<file path="src/hw/fir_pkg.sv">
// fir datapath package: tap counts, word widths and pipeline latencies

package fir_pkg;

    // filter length and folded length of the symmetric taps
    localparam int NTAPS = 16;
    localparam int NHALF = NTAPS / 2;

    // input sample, signed
    localparam int XW = 16;

    // sum of two samples needs one more bit
    localparam int PW = XW + 1;

    // coefficient, signed
    localparam int CW = 12;

    // full product of a pre-add sum and a coefficient
    localparam int MW = PW + CW;

    // output word, room for the sum of NHALF products
    localparam int YW = 32;

    // shift-add multiplier spends one stage per coefficient bit
    localparam int MULT_LAT = CW;

    // delay line + pre-add, multiplier, two adder stages
    localparam int FIR_LAT = 2 + MULT_LAT + 2;

endpackage

</file>
<file path="src/hw/fir_cfg_pkg.sv">
// fir configuration package: coefficient register map and reset coefficients

package fir_cfg_pkg;

    // one address per folded coefficient
    localparam int CADDR_W = 3;

    // entry k serves taps k and 15-k
    // full response is -32 10 62 121 179 230 269 289 289 269 230 179 121 62 10 -32
    localparam logic signed [fir_pkg::CW-1:0] COEF_RESET [fir_pkg::NHALF] = '{
        -12'sd32,
        12'sd10,
        12'sd62,
        12'sd121,
        12'sd179,
        12'sd230,
        12'sd269,
        12'sd289
    };

endpackage

</file>
<file path="src/hw/fir_coef_bank.sv">
// fir coefficient bank: eight host-writable signed coefficients with reset defaults

`timescale 1ns/1ns

module fir_coef_bank (
    input  logic                              clk,
    input  logic                              rstn,
    input  logic                              we,
    input  logic [fir_cfg_pkg::CADDR_W-1:0]   addr,
    input  logic signed [fir_pkg::CW-1:0]     wdata,
    output logic signed [fir_pkg::CW-1:0]     coef [fir_pkg::NHALF]
);
    import fir_cfg_pkg::*;

    // a write is seen by the multipliers from the next edge on
    always_ff @(posedge clk or negedge rstn) begin
        if (!rstn) begin
            coef <= COEF_RESET;
        end else if (we) begin
            coef[addr] <= wdata;
        end
    end

endmodule

</file>
<file path="config.mk">
export PLATFORM = sky130hd
export DESIGN_NAME = fir_coef_bank
export DESIGN_NICKNAME = d
export VERILOG_FILES = /design/src/hw/fir_pkg.sv /design/src/hw/fir_cfg_pkg.sv /design/src/hw/fir_coef_bank.sv
export SDC_FILE = /design/constraint.sdc
export NUM_CORES = 1
export LEC_CHECK = 0
export ABC_AREA = 0
export BUFFER_PORTS_ARGS = -buffer_cell sky130_fd_sc_hd__buf_2
export CAP_MARGIN = 5
export CELL_PAD_IN_SITES_DETAIL_PLACEMENT = 0
export CELL_PAD_IN_SITES_GLOBAL_PLACEMENT = 1
export CORE_ASPECT_RATIO = 1.4
export CORE_MARGIN = 1.5
export CORE_UTILIZATION = 40
export DETAILED_ROUTE_END_ITERATION = 12
export PLACE_DENSITY = 0.74
export SLEW_MARGIN = 20
export SYNTH_ARGS = -nofsm -noshare
export SYNTH_HDL_FRONTEND = slang
export SYNTH_SLANG_ARGS = --single-unit
</file>
<file path="constraint.sdc">
create_clock -name clk -period 1.2 [get_ports clk]
set_input_delay 0.24 -clock clk [delete_from_list [all_inputs] [get_ports clk]]
set_output_delay 0.24 -clock clk [all_outputs]
set_load 0.005 [all_outputs]
</file>
==> flow_metrics.tcl <==
set metrics [dict create \
    dr_total_vias 2273 \
    critPathMaxStageDelay_ps 560 \
    num_io_pins 114 \
    grt_pass1_vias 2312 \
    synth.area.top_cells "dfrtp_1 (41%), mux2_2 (29%), dfstp_2 (26%)" \
    fin_ws_ps -32.1 \
    setup_viol_count_final 20 \
    syn-instance-count 208 \
    failed_checks "setup timing" \
    place_congestion 0.727 \
    status "finished, violations left" \
    crit_family "flip-flops" \
    largest_register_ffs 96 \
    largest-register "coef" \
    holdPathStages 2 \
    finalCritPeriodShare_pct 103 \
    slowest_stage "dfstp_2" \
    final_area_mm2 0.00499 \
    ant_nets 0 \
    placed_area_mm2 0.00454 \
    die_area_mm2 0.00986 \
    tightest_slew_ps 250 \
    dp.final_hpwl_mm 5.91 \
    drive_gt1_share_pct 80.9 \
    synth_top_area_cell "dfrtp_1" \
    critPathCaptureType "primary output" \
    io_buffers 113 \
    htreeDepth 3 \
    path_clk_slew_ps 60 \
    p_sw_mw 2.25 \
    grt_max_degree 47 \
    largestRegisters "coef: 96 flops" \
    power_frac_comb_pct 21.1 \
    grt.total_usage_pct 17.8 \
    power_leakage_nw 2.29 \
    max_freq_mhz 812 \
    post-synth-top-count-cell "mux2_2" \
    crit_path_cell_trace "buf_6" \
    drt_iter0_markers 75 \
    pre_cts_slack_ps -203 \
    cp_num_buf_inv 1 \
    initial_core_util_pct 41.0 \
    setup.worst_path.start "coef[61]" \
    syn_nets 226 \
    rsz0062_at_grt "yes" \
    synth_edf_count 0 \
    drt_first_pass_iters 4 \
    pwr-share-seq_pct 48.5 \
    rrSetupSlack_ps 370 \
    p_sw_share_pct 24.0 \
    synthTopCellsByCount "mux2_2 (96), dfrtp_1 (60), dfstp_2 (36)" \
    hold_class "in -> reg" \
    worstHoldStart "wdata[9]" \
    wl_per_cell_um 18.6 \
    required_ps 960 \
    clockRootBuffer "clkbuf_16" \
    insertion_delay_ps 330 \
    fin_skew_ps 0 \
    arrival_ps 990 \
    fin_nets 360 \
    holdWs_ps 244 \
    clk_path_buf_depth 2 \
    syn_avg_cell_area_um2 17.8 \
    yosys_warnings 0 \
    rows 41 \
    cts_buffers 9 \
    grt_overflow 0 \
    synth_seq_cells 96 \
    antenna_found_initial 0 \
    synth_ff_type "dfrtp_1" \
    die_h_um 117 \
    rr_endpoint "coef[92]" \
    synth_top_area_share_pct 40.5 \
    cts_sinks 96 \
    slew_viol_final 0 \
    power.total_mw 9.37 \
    rr_startpoint "coef[92]" \
    synthArstFlopShare_pct 100 \
    period_needed_ps 1230 \
    core-area_mm2 0.00903 \
    cp_max_fo 2 \
    peakVddDrop_mv 0.938 \
    num_antenna_cells 0 \
    worstSetupPathType "reg -> out" \
    power_density_mw_per_mm2 1880 \
    clkPwrFrac_pct 30.4 \
    min_to "coef[21]" \
    ff2ff_path_depth 2 \
    crit_path_start_kind "flip-flop" \
    yosysSeqAreaShare_pct 66.1 \
    vias_per_cell 5.02 \
    post-route-drc-count 0 \
    cap_viol_max_count 0 \
    synth_area_mm2 0.00370 \
    cts_tree "done" \
    wl_mm 8.43 \
    grt_pass1_wl_mm 12.9 \
    finalHoldViolCount 0 \
    ys_types 9 \
    intPower_mw 7.12 \
    area_growth_syn_to_layout_pct 34.7 \
    die_x_um 84.3 \
    maxSlewHeadroom_pct 83.3 \
]
==> metrics by stage <==
step                      TNS, ps  cells  util [%]
after floorplan                 0    208         -
after detailed placement    -9960    435      50.2
after global routing        -1410    453      55.3
final                        -166    453      55.3
after global placement      -8740    435      50.2
after CTS                    -808    452      54.4
==> placed cells by master, fill, tap and decap left out <==
| cell | count |
|---|---|
| clkinvlp_4 | 1 |
| clkbuf_8 | 2 |
| dfrtp_1 | 60 |
| bufinv_16 | 1 |
| buf_2 | 91 |
| clkinv_2 | 1 |
| and4bb_4 | 3 |
| nand4_1 | 1 |
| buf_4 | 11 |
| dlygate4sd3_1 | 1 |
| buf_12 | 7 |
| clkbuf_16 | 9 |
| nor4b_4 | 1 |
| nand4b_1 | 3 |
| mux2_2 | 96 |
| dfstp_2 | 36 |
| buf_6 | 21 |
| clkbuf_1 | 1 |
==> power by group through the flow <==
| stage | sequential (mW) | clock, mW | combinational [mW] |
|---|---|---|---|
| final | 4.54 | 2.85 | 1.98 |
| after global routing | 4.63 | 3.06 | 2.17 |
| after CTS | 4.53 | 2.95 | 1.92 |
| after detailed placement | 4.56 | 0 | 1.82 |
| after global placement | 4.53 | 0 | 1.78 |
| after floorplan | 4.59 | 0 | 0.696 |
==> logic make-up after synthesis <==
| logic type | synth area share (%) |
|---|---|
| buf+inv | 1.93 |
| flops | 66.1 |
| mux | 29.2 |
| simple gates | 2.84 |
==> routing by layer <==
layer  GRT usage [%]  share of wire, %
met1            22.3                42
met2            29.1                51
met3            5.12               5.0
met4            7.42               1.5
met5               0                 0
==> how the worst max path moves through the flow <==
stage,end,slack [ps],depth (start not counted)
4_1_cts,coef[61],-60,1
3_5_place_dp,coef[59],-200,4
6_report,coef[61],-30,1
3_3_place_gp,coef[55],-190,4
5_1_grt,coef[61],-80,1
2_1_floorplan,coef[85],10,3
==> layout make-up <==
cell class              instances  area [µm²]
fillers                       765        4040
flip-flops and latches         96        2450
multi-input cells             104        1190
repair buffers                131         925
clock buffers                  12         256
well taps                     107         134
clock inverters                 3        42.5
==> repair_timing <==
| item | 4_1_cts | 5_1_grt |
|---|---|---|
| setup buffers | 1 | 1 |
| gates resized for setup | 10 | 11 |
| hold buffers | 1 | 0 |
| endpoints found under the hold margin | 11 | 0 |
| setup endpoints to repair | 36 | 36 |
Note: power is estimated with default switching activity, not from simulation.
