## config.mk

```make
export PLATFORM = sky130hd
export DESIGN_NAME = fir_delay_preadd
export DESIGN_NICKNAME = d
export VERILOG_FILES = /design/src/hw/fir_pkg.sv /design/src/hw/fir_delay_preadd.sv
export SDC_FILE = /design/constraint.sdc
export NUM_CORES = 1
export LEC_CHECK = 0
export BUFFER_PORTS_ARGS = -buffer_cell sky130_fd_sc_hd__buf_2
export CAP_MARGIN = 10
export CORE_UTILIZATION = 50
export CTS_CLUSTER_DIAMETER = 80
export DETAILED_ROUTE_END_ITERATION = 8
export PLACE_DENSITY = 0.68
export SETUP_SLACK_MARGIN = 0.3
export SYNTH_ARGS = -nofsm -noshare
export SYNTH_HDL_FRONTEND = slang
export SYNTH_SLANG_ARGS = --single-unit
```

## constraint.sdc

```tcl
create_clock -name clk -period 7.9 [get_ports clk]
set_input_delay 0.395 -clock clk [delete_from_list [all_inputs] [get_ports clk]]
set_output_delay 0.395 -clock clk [all_outputs]
set_load 0.01 [all_outputs]
```

## src/hw/fir_pkg.sv

```systemverilog
// fir datapath package: tap counts, word widths and pipeline latencies

package fir_pkg;

    // filter length and folded length of the symmetric taps
    localparam int NTAPS = 16;
    localparam int NHALF = NTAPS / 2;

    // input sample, signed
    localparam int XW = 16;

    // sum of two samples needs one more bit
    localparam int PW = XW + 1;

    // coefficient, signed
    localparam int CW = 12;

    // full product of a pre-add sum and a coefficient
    localparam int MW = PW + CW;

    // output word, room for the sum of NHALF products
    localparam int YW = 32;

    // shift-add multiplier spends one stage per coefficient bit
    localparam int MULT_LAT = CW;

    // delay line + pre-add, multiplier, two adder stages
    localparam int FIR_LAT = 2 + MULT_LAT + 2;

endpackage

```

## src/hw/fir_delay_preadd.sv

```systemverilog
// fir sample delay line with the symmetric pre-adders that fold 16 taps into 8 sums

`timescale 1ns/1ns

module fir_delay_preadd (
    input  logic                          clk,
    input  logic                          rstn,
    input  logic                          en,
    input  logic signed [fir_pkg::XW-1:0] xin,
    output logic signed [fir_pkg::PW-1:0] pre [fir_pkg::NHALF],
    output logic                          pre_vld
);
    import fir_pkg::*;

    logic signed [XW-1:0] x_q [NTAPS];
    logic                 en_q;

    // history must start at zero so the first outputs see an empty filter
    always_ff @(posedge clk or negedge rstn) begin
        if (!rstn) begin
            for (int i = 0; i < NTAPS; i++) begin
                x_q[i] <= '0;
            end
        end else if (en) begin
            x_q[0] <= xin;
            for (int i = 1; i < NTAPS; i++) begin
                x_q[i] <= x_q[i-1];
            end
        end
    end

    always_ff @(posedge clk or negedge rstn) begin
        if (!rstn) begin
            en_q    <= 1'b0;
            pre_vld <= 1'b0;
        end else begin
            en_q    <= en;
            pre_vld <= en_q;
        end
    end

    // fold taps k and 15-k, both sign extended to PW
    always_ff @(posedge clk) begin
        if (en_q) begin
            for (int k = 0; k < NHALF; k++) begin
                pre[k] <= {x_q[k][XW-1], x_q[k]}
                        + {x_q[NTAPS-1-k][XW-1], x_q[NTAPS-1-k]};
            end
        end
    end

endmodule

```

==> impl_metrics.csv <==
group,metric,value,unit
pwr,switchingPower,4.00,mW
die,die_h,198,um
setup_path,worstPathCellList,"ha_1 > fa_1 > a211o_1 > a21o_1 > a311oi_2 > o21bai_2 > a2111oi_4 > nor2_1",
setup_path,crit_slowest_cell,"fa_1",
die,start_util,50.9,%
placement,hpwlAfterDp,27400,um
finish,layout.nets,1745,
setup_path,path_buf_inv,0,
die,io_pins,156,
grt,grt_pass1_vias,12200,
sta,rsz0062_at_grt,"false",
drt,routed_via_density,5.58,
yosys,synth-async-reset-ratio,65.5,%
yosys,syn_area,0.0192,mm2
grt,grt_pass1_wl,63500,um
grt,grt_max_degree,122,
sta,period_needed,2.77,ns
yosys,synth.most_common_cell,"dfrtp_1",
pwr,comb_power_share,44.6,%
yosys,synth_cells,1421,
grt,overflow,0,
finish,fin_util,58.3,%
yosys,synthFlopType,"dfrtp_1",
drt,drt_iter0_markers,504,
finish,drive_gt1_share,30.8,%
setup_path,critPathCaptureType,"flip-flop",
sta,tns,0,ns
drt,drt-pass1-iter-count,7,
pwr,sw_frac_of_total,37.4,%
clock_tree,cts.path.max_buffers,3,
yosys,synth_edf_count,136,
sta,worstMarginPinSlew,1.04,ns
pwr,p_int,6.69,mW
clock_tree,cts_sinks,394,
pwr,p_leak,9.58,nW
clock_tree,path_clk_slew,0.06,ns
die,rows,71,
pwr,power,10.7,mW
sta,slew_headroom,30.9,%
drt,remaining_drc_errors,0,
clock_tree,cts_resized,0,
worst_hold_path,min_path_type,"input port to flip-flop",
run_status,status,"completed",
clock_tree,htreeDepth,2,
yosys,yosys_warnings,0,
setup_path,critPathTopFamily,"compound AO/OA/AOI/OAI gates",
placement,gp_congestion,0.929,
setup_path,crit_fanout,3,
pwr,pwr-share-clk,18.8,%
finish,finalInstanceArea,0.0220,mm2
grt,track_usage,20.8,%
setup_path,cp-start-kind,"flip-flop",
drt,wl_per_cell,18.4,um
pwr,peakVddDrop,0.000254,V
die,dieArea,0.0391,mm2
setup_path,critical_path_arrival,3.07,ns
die,dieWidth,198,um
yosys,synth_cell_types,63,
yosys,yosys.area.top_type_share,33.7,%
yosys,synth_nets,1576,
pwr,seqPwrFrac,36.6,%
sta,fin_worst_skew,0.0149,ns
flow_run,cap_violations,0,
clock_tree,cts_made_buffers,42,
clock_tree,cts_tree,"built",
clock_tree,clock_latency,0.56,ns
sta,hold_viol,0,
yosys,ys_seq_area_share,55.0,%
sta,max_freq,0.361,GHz
placement,place_area,0.0205,mm2
drt,detail-route-antenna-nets,0,
sta,fin_crit_sh,35.1,%
setup_path,path_class,"flip-flop to flip-flop",
yosys,avgSynthCellArea,13.5,um2
setup_path,crit_path_max_incr_delay,0.42,ns
yosys,synth.area.top_cells,"dfrtp_1 34%, edfxtp_1 21%, mux2_2 15%",
yosys,synth_top_area_cell,"dfrtp_1",
setup_path,worstPathRequired,8.20,ns
finish,syn_to_final_growth,14.5,%
pwr,powerDensity,487,mW/mm2
yosys,ys_ff_latch,394,
drt,vias,11900,
placement,numPortBuffers,155,
drt,wirelength,39300,um
yosys,synth_common_cells,"258 x dfrtp_1, 256 x mux2_2, 136 x edfxtp_1",
sta,holdWs,0.0704,ns
grt,antenna_found_initial,0,
die,core_area,0.0377,mm2
finish,diodes,0,
clock_tree,root_buffer,"clkbuf_16",
finish,num-fill-cells,3112,
sta,finalMaxSlewViolations,0,
sta,finalSetupViolCount,0,
-- worst reg2reg max path, delay by kind of cell, from the launching register on --
kind | cells | cell delay (ns)
fa+ha+maj | 2 | 0.65
compound gates | 5 | 1.39
flops | 1 | 0.41
simple gates | 1 | 0.06
-- what timing repair did --
action	in CTS	in global routing
hold endpoints to repair	105	0
hold buffers	1	0
buffers inserted	0	0
-- power by group through the flow --
stage / clock [mW] / combinational [mW] / sequential [mW]
after global routing: 2.16 / 5.25 / 4.04
after CTS: 2.07 / 4.79 / 3.92
after detailed placement: 0 / 4.74 / 3.94
after global placement: 0 / 4.66 / 3.92
after floorplan: 0 / 3.26 / 3.93
final: 2.02 / 4.77 / 3.91
-- layout by cell type (no fill, tap or decap), drive strengths merged, types with 3 or more instances in the layout --
cell type  Yosys  routed
fa             8       8
nand2         44      44
nand3         28      28
xor2          34      34
nand4         10      10
clkinv         0      10
and4           3       3
a211o          5       5
a31oi         15      15
inv           28      28
nand4b         3       3
o21a           5       5
a2111oi        7       7
o211ai        11      11
a21o          51      51
a221oi         3       3
o21ai         52      52
a31o           4       4
o21bai        12      12
buf            2     160
nor2b          8       8
and3          13      13
a211oi        14      14
xnor2         70      70
o31ai          6       6
edfxtp       136     136
o22ai          4       4
a41oi          3       3
nand2b         7       7
mux2         256     256
nor2          40      40
a21oi         85      85
nor3           8       8
dfrtp        258     258
clkbuf        34      66
ha           128     128
-- cells by family after synthesis --
logic type               synth area share [%]
adder cells (fa/ha/maj)                  9.19
XOR/XNOR                                 4.75
buffers and inverters                    1.26
flip-flops                               55.0
AND/OR/NAND/NOR                          4.39
AO/OA/AOI/OAI                            10.3
multiplexers                             15.1
-- routing by layer --
layer / share of wire, % / up-vias / track usage [%]
li1: - / 5695 / -
met1: 45 / 5875 / 27.8
met2: 48 / 268 / 33.9
met3: 4.1 / 78 / 3.66
met4: 3.2 / 0 / 8.04
met5: 0 / - / 0
-- sequential cells by signal (all words and copies together) (netlist names) --
name and flops:
pre 136, pre_vld 1, en_q 1, x_q 256
-- metrics by stage --
step | setup slack [ns] | instances
3_5_place_dp | 5.13 | 2056
2_1_floorplan | 4.34 | 1421
4_1_cts | 5.13 | 2135
5_1_grt | 5.03 | 2135
6_report | 5.13 | 2135
3_3_place_gp | 5.19 | 2056
-- layout make-up --
cell class	count	area, um2	share of cell area (%)
Timing Repair Buffer	161	843	3.84
Tap cell	511	639	2.91
Sequential cell	394	10500	48.0
Clock inverter	12	109	0.496
Multi-Input combinational cell	963	8380	38.2
Inverter	28	105	0.479
Clock buffer	66	1330	6.04
-- path summary, 6_finish.rpt --
kind	from	depth (start not counted)	to	slack [ns]
max	x_q[240]	8	pre[133]	5.13
min	xin[15]	2	x_q[255]	0.07
max reg2reg	x_q[240]	8	pre[133]	5.13
min reg2reg	x_q[9]	1	x_q[9]	0.52
max in group asynchronous	rstn	3	x_q[14]	5.88
min in group asynchronous	rstn	2	x_q[94]	0.47
(Power assumes the default switching activity.)
