<file path="config.mk">
export PLATFORM = sky130hd
export DESIGN_NAME = mult_man
export DESIGN_NICKNAME = d
export VERILOG_FILES = /design/src/hw/mult_man.sv
export SDC_FILE = /design/constraint.sdc
export NUM_CORES = 1
export LEC_CHECK = 0
export ABC_AREA = 1
export BUFFER_PORTS_ARGS = -buffer_cell sky130_fd_sc_hd__buf_2
export CAP_MARGIN = 20
export CORE_ASPECT_RATIO = 0.75
export CORE_MARGIN = 2
export CORE_UTILIZATION = 68
export DETAILED_ROUTE_END_ITERATION = 6
export MAX_ROUTING_LAYER = met4
export PLACE_DENSITY = 0.85
export SYNTH_ARGS = -nofsm -noshare
export SYNTH_HDL_FRONTEND = slang
export SYNTH_SLANG_ARGS = --single-unit
export TNS_END_PERCENT = 10
</file>
<file path="constraint.sdc">
create_clock -name clk -period 3.8 [get_ports clk]
set_input_delay 0.19 -clock clk [delete_from_list [all_inputs] [get_ports clk]]
set_output_delay 0.19 -clock clk [all_outputs]
set_load 0.005 [all_outputs]
</file>
<file path="src/hw/mult_man.sv">
// pipelined signed shift-add multiplier, one partial product of mult2 per stage

`timescale 1ns/1ns

module mult_man #(
    parameter int A_W = 17,
    parameter int B_W = 12
) (
    input  logic                        clk,
    input  logic                        rstn,
    input  logic                        in_rdy,
    input  logic signed [A_W-1:0]       mult1,
    input  logic signed [B_W-1:0]       mult2,
    output logic                        res_rdy,
    output logic signed [A_W+B_W-1:0]   res
);
    localparam int RW = A_W + B_W;

    // operands travel with the running sum, last stage has no use for them
    logic signed [A_W-1:0] a_q   [B_W-1];
    logic        [B_W-1:0] b_q   [B_W-1];
    logic signed [RW-1:0]  acc_q [B_W];
    logic                  vld_q [B_W];

    genvar s;
    generate
        for (s = 0; s < B_W; s++) begin : g_stage
            logic signed [A_W-1:0] a_in;
            logic        [B_W-1:0] b_in;
            logic signed [RW-1:0]  acc_in;
            logic                  vld_in;
            logic signed [RW-1:0]  a_ext;
            logic signed [RW-1:0]  pp;

            if (s == 0) begin : g_first
                assign a_in   = mult1;
                assign b_in   = mult2;
                assign acc_in = '0;
                assign vld_in = in_rdy;
            end else begin : g_next
                assign a_in   = a_q[s-1];
                assign b_in   = b_q[s-1];
                assign acc_in = acc_q[s-1];
                assign vld_in = vld_q[s-1];
            end

            assign a_ext = {{B_W{a_in[A_W-1]}}, a_in};
            assign pp    = b_in[s] ? (a_ext <<< s) : '0;

            always_ff @(posedge clk or negedge rstn) begin
                if (!rstn) begin
                    vld_q[s] <= 1'b0;
                end else begin
                    vld_q[s] <= vld_in;
                end
            end

            // sign bit of mult2 carries weight -2^(B_W-1)
            always_ff @(posedge clk) begin
                if (vld_in) begin
                    acc_q[s] <= (s == B_W - 1) ? acc_in - pp : acc_in + pp;
                end
            end

            if (s < B_W - 1) begin : g_carry
                always_ff @(posedge clk) begin
                    if (vld_in) begin
                        a_q[s] <= a_in;
                        b_q[s] <= b_in;
                    end
                end
            end
        end
    endgenerate

    assign res     = acc_q[B_W-1];
    assign res_rdy = vld_q[B_W-1];

endmodule

</file>
==> results.sh <==
export IMPL_status="complete, but fails checks"
export IMPL_violations="DRC"
export IMPL_dieArea_um2=50700
export IMPL_syn_inst=3497
export IMPL_htreeDepth=2
export IMPL_num_rows=70
export IMPL_clkPwrFrac=0.322
export IMPL_drt_iter0_drc=3040
export IMPL_synth_area_um2=33300
export IMPL_clk_pin_slew_ns=0.07
export IMPL_rsz0062_at_grt="false"
export IMPL_grt_max_degree=52
export IMPL_cap_viol_max_count=0
export IMPL_finClkSkew_ns=0.0277
export IMPL_seqPwrFrac=0.461
export IMPL_wl_per_cell_um=18.9
export IMPL_numCtsBuffers=55
export IMPL_power_switching_mw=5.72
export IMPL_seq_area_frac_synth=0.541
export IMPL_p_per_area_nw_per_um2=515
export IMPL_num_vias=25214
export IMPL_wl_met1_um=33300
export IMPL_placed_cells=4157
export IMPL_area_growth_pct=9.30
export IMPL_first_pass_iters=7
export IMPL_drive_gt1_frac=0.0659
export IMPL_nets=3845
export IMPL_endpoint_kind="register"
export IMPL_die_w_um=259
export IMPL_worstSetupStartpointType="register"
export IMPL_numPortBuffers=61
export IMPL_totalWireLength_um=81300
export IMPL_grt_pass1_wl_um=129000
export IMPL_cts_root_buf="clkbuf_16"
export IMPL_final_max_slew_viol_count=0
export IMPL_path_max_fanout=11
export IMPL_grt_usage=0.332
export IMPL_utilization=0.749
export IMPL_async_flop_share=0.0200
export IMPL_switching_share=0.306
export IMPL_combPwrFrac=0.217
export IMPL_met3_length_um=6940
export IMPL_cts_num_sinks=601
export IMPL_cts_path_max_buffers=3
export IMPL_postPlaceCellArea_um2=34100
export IMPL_ir_worst_vdd_v=0.000384
export IMPL_clk_latency_ns=0.63
export IMPL_synth_cell_types=45
export IMPL_top_layer="met4"
export IMPL_initial_utilization=0.686
export IMPL_finalSetupViolCount=0
export IMPL_vias_per_cell=5.87
export IMPL_criticalPathCategory="reg -> reg"
export IMPL_cellLeakagePower_nw=17.3
export IMPL_core_area_um2=48500
export IMPL_worstPathArrival_ns=3.46
export IMPL_cts_tree="yes"
export IMPL_die_h_um=196
export IMPL_synth_seq_cells=601
export IMPL_crit_required_ns=4.17
export IMPL_wl_met2_um=37700
export IMPL_worstMarginPinSlew_ns=1.06
export IMPL_min_period_over_period=0.813
export IMPL_ys_flop_type="edfxtp_1"
export IMPL_overflow=0
export IMPL_max_slew_margin_rel=0.292
export IMPL_whs_ns=0.0873
export IMPL_hold_viol=0
export IMPL_syn_nets=3745
export IMPL_antenna_left=0
export IMPL_dp_hpwl_um=56500
export IMPL_final_setup_tns_ns=0
export IMPL_fin_area_um2=36400
export IMPL_gp_congestion=0.988
export IMPL_first_global_vias=24239
export IMPL_max_freq_mhz=324
export IMPL_synth_warnings=0
export IMPL_syn_area_per_cell_um2=9.51
export IMPL_cell_internal_pwr_mw=13.0
export IMPL_post_route_min_period_ns=3.09
export IMPL_synth_edf_count=589
export IMPL_drc=34
export IMPL_final_cells=4293
export IMPL_ios=62
export IMPL_min_path_type="in -> reg"
export IMPL_antenna_found_initial=1
## critical path, cell delays in order (launching register included)
cell	delay, ns
edfxtp_1	0.65
nand2_1	0.16
inv_1	0.10
ha_1	0.25
inv_1	0.12
fa_1	0.48
o21bai_1	0.34
nand2_1	0.10
nand2_1	0.14
nand2_1	0.08
nand2_1	0.14
nand2_1	0.12
nand3b_1	0.10
nand2_1	0.06
## cell type report
class	instances	area (um2)
fill	3154	12200
timing repair buffer	105	743
inverter	496	1860
tap	648	811
clock buffer	64	1440
clock inverter	40	498
sequential	601	18000
multi-input combinational	2338	13000
antenna	1	2.50
## per-stage QoR
| step | worst slack, ns | power (mW) |
|---|---|---|
| final | 0.711 | 18.7 |
| after detailed placement | 0.959 | 12.6 |
| after global placement | 1.12 | 12.4 |
| after CTS | 0.853 | 18.6 |
| after global routing | 0.500 | 19.4 |
| after floorplan | 1.18 | 11.5 |
## sequential cells by signal (all words and copies together), names as in the netlist
register / cells
a_q: 187
acc_q: 336
b_q: 66
g_stage.vld_in: 11
res_rdy: 1
## metal layers
layer | GRT usage | up-vias
met2 | 0.523 | 1391
met1 | 0.444 | 11746
li1 | - | 11814
met3 | 0.0449 | 263
met4 | 0.125 | 0
met5 | - | -
## repair_timing
action | CTS | global route
setup buffers | 0 | 0
hold buffers | 30 | 0
resized for setup | 0 | 0
endpoints found under the hold margin | 57 | 0
## cell families after synthesis
group                      count (synthesis)  synth area share
AOI/OAI and AO/OA                        383            0.0642
xor gates and xnor gates                 182            0.0481
buffers and inverters                    558            0.0684
DFF                                      601             0.541
and+or+nand+nor                         1557             0.195
adders and majority gates                216            0.0837
## Yosys cell counts, types with 2 or more instances
master | count | area [um2]
inv_1 | 494 | 1850
or2_2 | 2 | 12.5
nor4_1 | 3 | 18.8
a21oi_1 | 201 | 1010
a21o_1 | 25 | 188
nand3_2 | 6 | 60.1
edfxtp_1 | 589 | 17700
o21ai_0 | 91 | 455
nand4_1 | 31 | 194
nand3b_1 | 15 | 113
nor3_2 | 2 | 20.0
buf_6 | 7 | 78.8
nand2_4 | 7 | 78.8
a21boi_0 | 6 | 45.0
nand2_2 | 20 | 125
clkbuf_1 | 22 | 82.6
nor3_1 | 44 | 220
o21a_1 | 5 | 37.5
nor2_2 | 12 | 75.1
nand2_1 | 995 | 3730
o21ai_1 | 9 | 45.0
a21oi_2 | 5 | 43.8
fa_1 | 11 | 220
xnor2_1 | 31 | 272
nand3_1 | 172 | 861
ha_1 | 205 | 2560
o21bai_1 | 18 | 135
xor2_1 | 150 | 1310
inv_2 | 2 | 7.51
o211ai_1 | 2 | 15.0
nor2_4 | 3 | 33.8
a31oi_1 | 7 | 43.8
a41oi_1 | 11 | 96.3
buf_4 | 31 | 233
dfrtp_1 | 12 | 300
and3_1 | 3 | 18.8
nor2_1 | 240 | 901
## power by group through the flow
stage	registers, mW	logic [mW]	clock network (mW)
floorplan	8.59	2.92	0
global placement	8.74	3.70	0
detailed placement	8.76	3.81	0
CTS	8.63	3.93	6.03
global route	8.68	4.50	6.27
finish	8.63	4.07	6.03
## worst paths after layout
check                           cells past startpoint  slack (ns)        from                 to
worst max-delay path                               13        0.71   b_q[1][2]       acc_q[0][84]
max in group asynchronous                           3        2.71        rstn  g_stage[1].vld_in
worst min-delay path                                3        0.09    mult2[0]        acc_q[0][0]
worst max register to register                     13        0.71   b_q[1][2]       acc_q[0][84]
min in group asynchronous                           3        0.64        rstn  g_stage[4].vld_in
worst min register to register                      0        0.41  b_q[5][10]         b_q[6][10]
## placed cells by master, fill, tap and decap left out, drive strengths merged
cell type	n
nand2	1022
edfxtp	589
inv	500
nor2	255
a21oi	206
ha	205
nand3	178
xor2	151
o21ai	101
buf	75
clkbuf	64
nor3	46
nand4	31
xnor2	31
dlygate4sd3	30
a21o	25
clkinv	19
o21bai	18
nand3b	15
dfrtp	12
a41oi	11
fa	11
bufinv	10
a31oi	7
clkinvlp	7
a21boi	6
o21a	5
and3	3
nor4	3
or2	2
o211ai	2
diode	1
nor3b	1
and2	1
o31ai	1
a211oi	1
Power figures use the tool's default switching activity.
