`config.mk`:
```
export PLATFORM = sky130hd
export DESIGN_NAME = fir_sum_tree
export DESIGN_NICKNAME = d
export VERILOG_FILES = /design/src/hw/fir_pkg.sv /design/src/hw/fir_sum_tree.sv
export SDC_FILE = /design/constraint.sdc
export NUM_CORES = 1
export LEC_CHECK = 0
export ABC_AREA = 1
export BUFFER_PORTS_ARGS = -buffer_cell sky130_fd_sc_hd__buf_2
export CORE_UTILIZATION = 50
export CTS_CLUSTER_DIAMETER = 60
export DETAILED_ROUTE_END_ITERATION = 8
export PLACE_DENSITY = 0.74
export SETUP_SLACK_MARGIN = 0.4
export SLEW_MARGIN = 20
export SYNTH_ARGS = -nofsm -noshare
export SYNTH_HDL_FRONTEND = slang
export SYNTH_SLANG_ARGS = --single-unit
```
`constraint.sdc`:
```
create_clock -name clk -period 3.71 [get_ports clk]
set_clock_uncertainty 0.1 [all_clocks]
set_input_delay 0.371 -clock clk [delete_from_list [all_inputs] [get_ports clk]]
set_output_delay 0.371 -clock clk [all_outputs]
set_load 0.05 [all_outputs]
```
`src/hw/fir_pkg.sv`:
```
// fir datapath package: tap counts, word widths and pipeline latencies

package fir_pkg;

    // filter length and folded length of the symmetric taps
    localparam int NTAPS = 16;
    localparam int NHALF = NTAPS / 2;

    // input sample, signed
    localparam int XW = 16;

    // sum of two samples needs one more bit
    localparam int PW = XW + 1;

    // coefficient, signed
    localparam int CW = 12;

    // full product of a pre-add sum and a coefficient
    localparam int MW = PW + CW;

    // output word, room for the sum of NHALF products
    localparam int YW = 32;

    // shift-add multiplier spends one stage per coefficient bit
    localparam int MULT_LAT = CW;

    // delay line + pre-add, multiplier, two adder stages
    localparam int FIR_LAT = 2 + MULT_LAT + 2;

endpackage

```
`src/hw/fir_sum_tree.sv`:
```
// fir adder tree: two pipelined stages summing the eight tap products

`timescale 1ns/1ns

module fir_sum_tree #(
    parameter int IN_W  = 29,
    parameter int OUT_W = 32
) (
    input  logic                      clk,
    input  logic                      rstn,
    input  logic                      in_vld,
    input  logic signed [IN_W-1:0]    prod [fir_pkg::NHALF],
    output logic                      valid,
    output logic signed [OUT_W-1:0]   yout
);
    import fir_pkg::*;

    localparam int QUAD = NHALF / 2;

    logic signed [OUT_W-1:0] lo_sum;
    logic signed [OUT_W-1:0] hi_sum;
    logic signed [OUT_W-1:0] lo_q;
    logic signed [OUT_W-1:0] hi_q;
    logic                    vld1;

    function automatic logic signed [OUT_W-1:0] sext(input logic signed [IN_W-1:0] v);
        return {{(OUT_W-IN_W){v[IN_W-1]}}, v};
    endfunction

    // lower and upper four products
    always_comb begin
        lo_sum = '0;
        hi_sum = '0;
        for (int i = 0; i < QUAD; i++) begin
            lo_sum = lo_sum + sext(prod[i]);
            hi_sum = hi_sum + sext(prod[QUAD+i]);
        end
    end

    always_ff @(posedge clk) begin
        if (in_vld) begin
            lo_q <= lo_sum;
            hi_q <= hi_sum;
        end
    end

    always_ff @(posedge clk or negedge rstn) begin
        if (!rstn) begin
            vld1  <= 1'b0;
            valid <= 1'b0;
            yout  <= '0;
        end else begin
            vld1  <= in_vld;
            valid <= vld1;
            if (vld1) begin
                yout <= lo_q + hi_q;
            end
        end
    end

endmodule

```
==> Implementation_results.wiki <==
{| class="wikitable"
! Metric !! Value
|-
| Number of iterations in the first detailed-routing pass || 5
|-
| Reg2Reg Depth || 13
|-
| Worst path arrival time || roughly 3.3 ns
|-
| # Max-Cap Violations || 0
|-
| Number of hold-slack violations in the final timing report || 0
|-
| Number of flops mapped to enable cells by yosys || 64
|-
| Area share of the leading cell type in the synthesized netlist || about a fifth
|-
| Final max-slew violation count || 0
|-
| R2r setup slk || approximately 1.3 ns
|-
| Number of buffers created by CTS || 9
|-
| Antenna violations before repair || 0
|-
| Most used flip-flop cell after synthesis || sky130_fd_sc_hd__edfxtp_1
|-
| Reg2reg start || hi_q[0]$_DFFE_PP_
|-
| Storage element area || 0.002773 mm²
|-
| Finish-stage setup viols || 0
|-
| Number of antenna-violating nets in the routed design || 0
|-
| Post CTS Setup Buffer Count || 0
|-
| Boundary pin count || approximately 270
|-
| Outcome || complete, no violations
|-
| Worst setup SP type || input port
|-
| Fraction of final layout cells with drive strength greater than 1 || between 10% and 20%
|-
| Worst min-delay path startpoint || prod[203]
|-
| Number of buffers inserted by port buffering || approximately 270
|-
| Clock network latency to the later pin of the worst-skew pair || 0.36 ns
|-
| Total congestion overflow || 0
|-
| Path type of the worst min-delay path || in2reg
|-
| Largest net degree at the start of global routing || 46
|-
| Synthesized flop and latch total || a little under 100
|-
| Cell with the most instances after synthesis || sky130_fd_sc_hd__inv_1
|-
| DRC violations left || 0
|-
| Overall die area || between 0.02 and 0.03 mm²
|-
| Routed via count || between 10000 and 15000
|-
| Post-Synthesis Cell Area || between 0.01 and 0.015 mm²
|-
| Number of distinct library cells after synthesis || 33
|-
| Element type at the critical path end || flip-flop
|-
| Crit Path Max Fanout || 4
|-
| Biggest area contributors in the synthesized netlist || sky130_fd_sc_hd__fa_1, sky130_fd_sc_hd__edfxtp_1, sky130_fd_sc_hd__inv_1, sky130_fd_sc_hd__nand2_1, sky130_fd_sc_hd__ha_1
|-
| Cells along the critical path || buf_2, inv_1, fa_1, fa_1, inv_1, ha_1, nand2_1, nor2_1, and2_1, nand4_1, nand3_1, xor2_1
|-
| Clock net sink count || between 90 and 100
|-
| Initial standard-cell utilization of the core || ~52%
|-
| Fin crit share || a little under nine tenths
|-
| Endpoint required time on the critical path || approximately 3.8 ns
|-
| Min Clock Period, post-route || between 3 and 4 ns
|-
| Finished Layout Cells || 2391
|-
| Sum of negative setup slack || 0 ns
|-
| Static Leakage || between 0.008 and 0.009 µW
|-
| Number of resized instances in the post-cts repair step || 0
|-
| Fraction of synthesis flops using an asynchronous set or reset pin || 34.69%
|-
| Layout filler cell count || 2373
|-
| Slowest-stage cell, CP || sky130_fd_sc_hd__fa_1
|-
| Multi-input gate area in the final layout || between 0.008 and 0.009 mm²
|-
| Area growth from synthesis to layout || 15.99%
|-
| Routed vias/inst || around 5
|-
| Placement Rows || 57
|-
| Critical R2R Capture || yout[28]$_DFFE_PN0P_
|-
| Overall routed net length || ~32000 µm
|-
| Maximum buffer depth of the clock tree || 2
|-
| Number of global-route vias before repair || 11127
|-
| Drt first-iter violations || around 830
|-
| Die span in x || roughly 160 µm
|-
| Number of instances in the placed design || between 2000 and 2500
|-
| Unrepaired setup endpoints after global routing || no
|-
| Cell type with the highest aggregate area in the netlist || sky130_fd_sc_hd__fa_1
|-
| Delay of the slowest cell on the worst path || approximately 0.5 ns
|-
| Hpwl dp || slightly below 30000 µm
|-
| Total design power || between 10000 and 15000 µW
|-
| Worst max-slew margin expressed relative to the limit || a little under half
|-
| Worst Hold End || lo_q[0]$_DFFE_PP_
|-
| Syn. warnings || 0
|-
| Sequential share of the synthesized area || a little over a fifth
|-
| GP Congestion || 0.9237
|-
| Clock tree from TritonCTS || done
|-
| Achievable Freq || ~310 MHz
|-
| Hold Path Cell Cnt || 2
|-
| Post-CTS clock slew at the launch and capture registers of the worst setup and hold paths || 0.07 ns
|-
| Syn_area_per_cell || slightly above 7 µm²
|-
| Core box area || 0.02460 mm²
|-
| Maximum vdd ir drop || 0.0005267 V
|-
| Synth cell count leaders || sky130_fd_sc_hd__inv_1, sky130_fd_sc_hd__nand2_1, sky130_fd_sc_hd__nor2_1
|-
| Chip Height || ~160 µm
|-
| Buffer type at the clock tree root || sky130_fd_sc_hd__clkbuf_16
|-
| Worst-Margin Slew || between 0.7 and 0.8 ns
|-
| Type of the worst setup path || in2reg
|-
| Number of diodes || 0
|-
| Layout Nets || approximately 2500
|-
| First-pass GRT wire length || approximately 53000 µm
|-
| Pwr Density || 745.2 mW/mm²
|-
| Global-route usage over all layers || between 20% and 30%
|-
| Post-synth net total || approximately 2200
|-
| Routed length per instance || approximately 14 µm
|-
| Clock H-tree levels || 3
|-
| Synthesized instance count || about 1800
|}
==> cell type report <==
type,count,share of cell area (%)
flip-flops and latches,98,18.81
clock buffers,9,1.528
clock inverters,7,0.3905
inverters,495,12.61
multi-input cells,1187,54.62
repair buffers,271,9.288
well taps,324,2.751
==> registers in the layout, indices dropped and copies added (netlist names) <==
signal	cells
hi_q	32
lo_q	32
yout	32
valid	1
vld1	1
==> per-layer routing <==
metal	global-route usage, %	share of wire [%]	up-vias
met4	7.033	1.8	0
li1	-	-	5958
met5	0	0	-
met3	3.184	5.5	31
met1	35.08	47	5337
met2	42.40	45	356
==> how the worst max path moves through the flow <==
stage / start / end / slack [ns] / cells past startpoint
3_5_place_dp: prod[1] / hi_q[17]$_DFFE_PP_ / 0.21 / 12
2_1_floorplan: prod[117] / lo_q[29]$_DFFE_PP_ / 0.64 / 14
4_1_cts: prod[1] / hi_q[17]$_DFFE_PP_ / 0.58 / 12
6_report: prod[17] / hi_q[18]$_DFFE_PP_ / 0.51 / 12
3_3_place_gp: prod[1] / hi_q[17]$_DFFE_PP_ / 0.24 / 12
5_1_grt: prod[3] / hi_q[28]$_DFFE_PP_ / 0.43 / 16
==> cells in the final DEF (no fill, tap or decap), drive strengths merged <==
cell	synthesis	routed
nor3	20	20
xnor2	18	18
a21o	7	7
nand3b	7	7
dlygate4sd3	0	1
and2	2	2
inv	494	499
xor2	33	33
nor2	127	127
or2	1	1
o211ai	5	5
clkinvlp	0	1
nand2	479	479
clkbuf	4	9
o21bai	4	4
edfxtp	64	64
o21a	5	5
buf	2	270
ha	93	93
clkinv	1	2
fa	119	119
dfrtp	34	34
a21oi	97	97
o21ai	58	58
nand4	16	16
nand3	96	96
==> report_power, final <==
group / total, µW / internal, µW / switching (µW)
clock: 897 / 467 / 430
sequential: 2170 / 1870 / 299
combinational: 7920 / 2620 / 5290
total: 11000 / 4960 / 6020
==> stage by stage <==
stage	area [µm²]	worst slack [ns]	hold WS, ns	util (%)
4_1_cts	14740	0.5754	0.1966	59.90
3_3_place_gp	14450	0.2384	0.3513	58.71
2_1_floorplan	12710	0.6414	-0.02459	-
3_5_place_dp	14450	0.2081	0.3600	58.71
5_1_grt	14740	0.4295	0.2193	59.90
6_report	14740	0.5056	0.2062	59.90
==> worst max-delay path: cells and delay by family <==
kind                     cells  cell delay [ns]
adder cells (fa/ha/maj)      3             1.35
AND/OR/NAND/NOR              5             1.15
buffers and inverters        3             0.16
XOR/XNOR                     1             0.24
==> what timing repair did <==
action,in CTS,in global routing
hold buffers,1,0
setup endpoints to repair,0,0
endpoints found under the hold margin,34,0
==> logic make-up after synthesis <==
family	after synthesis	share of synthesized area, %
buffers and inverters	501	14.82
and+or+nand+nor	748	24.35
xor gates and xnor gates	51	3.516
AOI/OAI and AO/OA	176	7.583
DFF	98	21.82
adders and majority gates	212	27.91
Note: power is estimated with default switching activity, not from simulation.
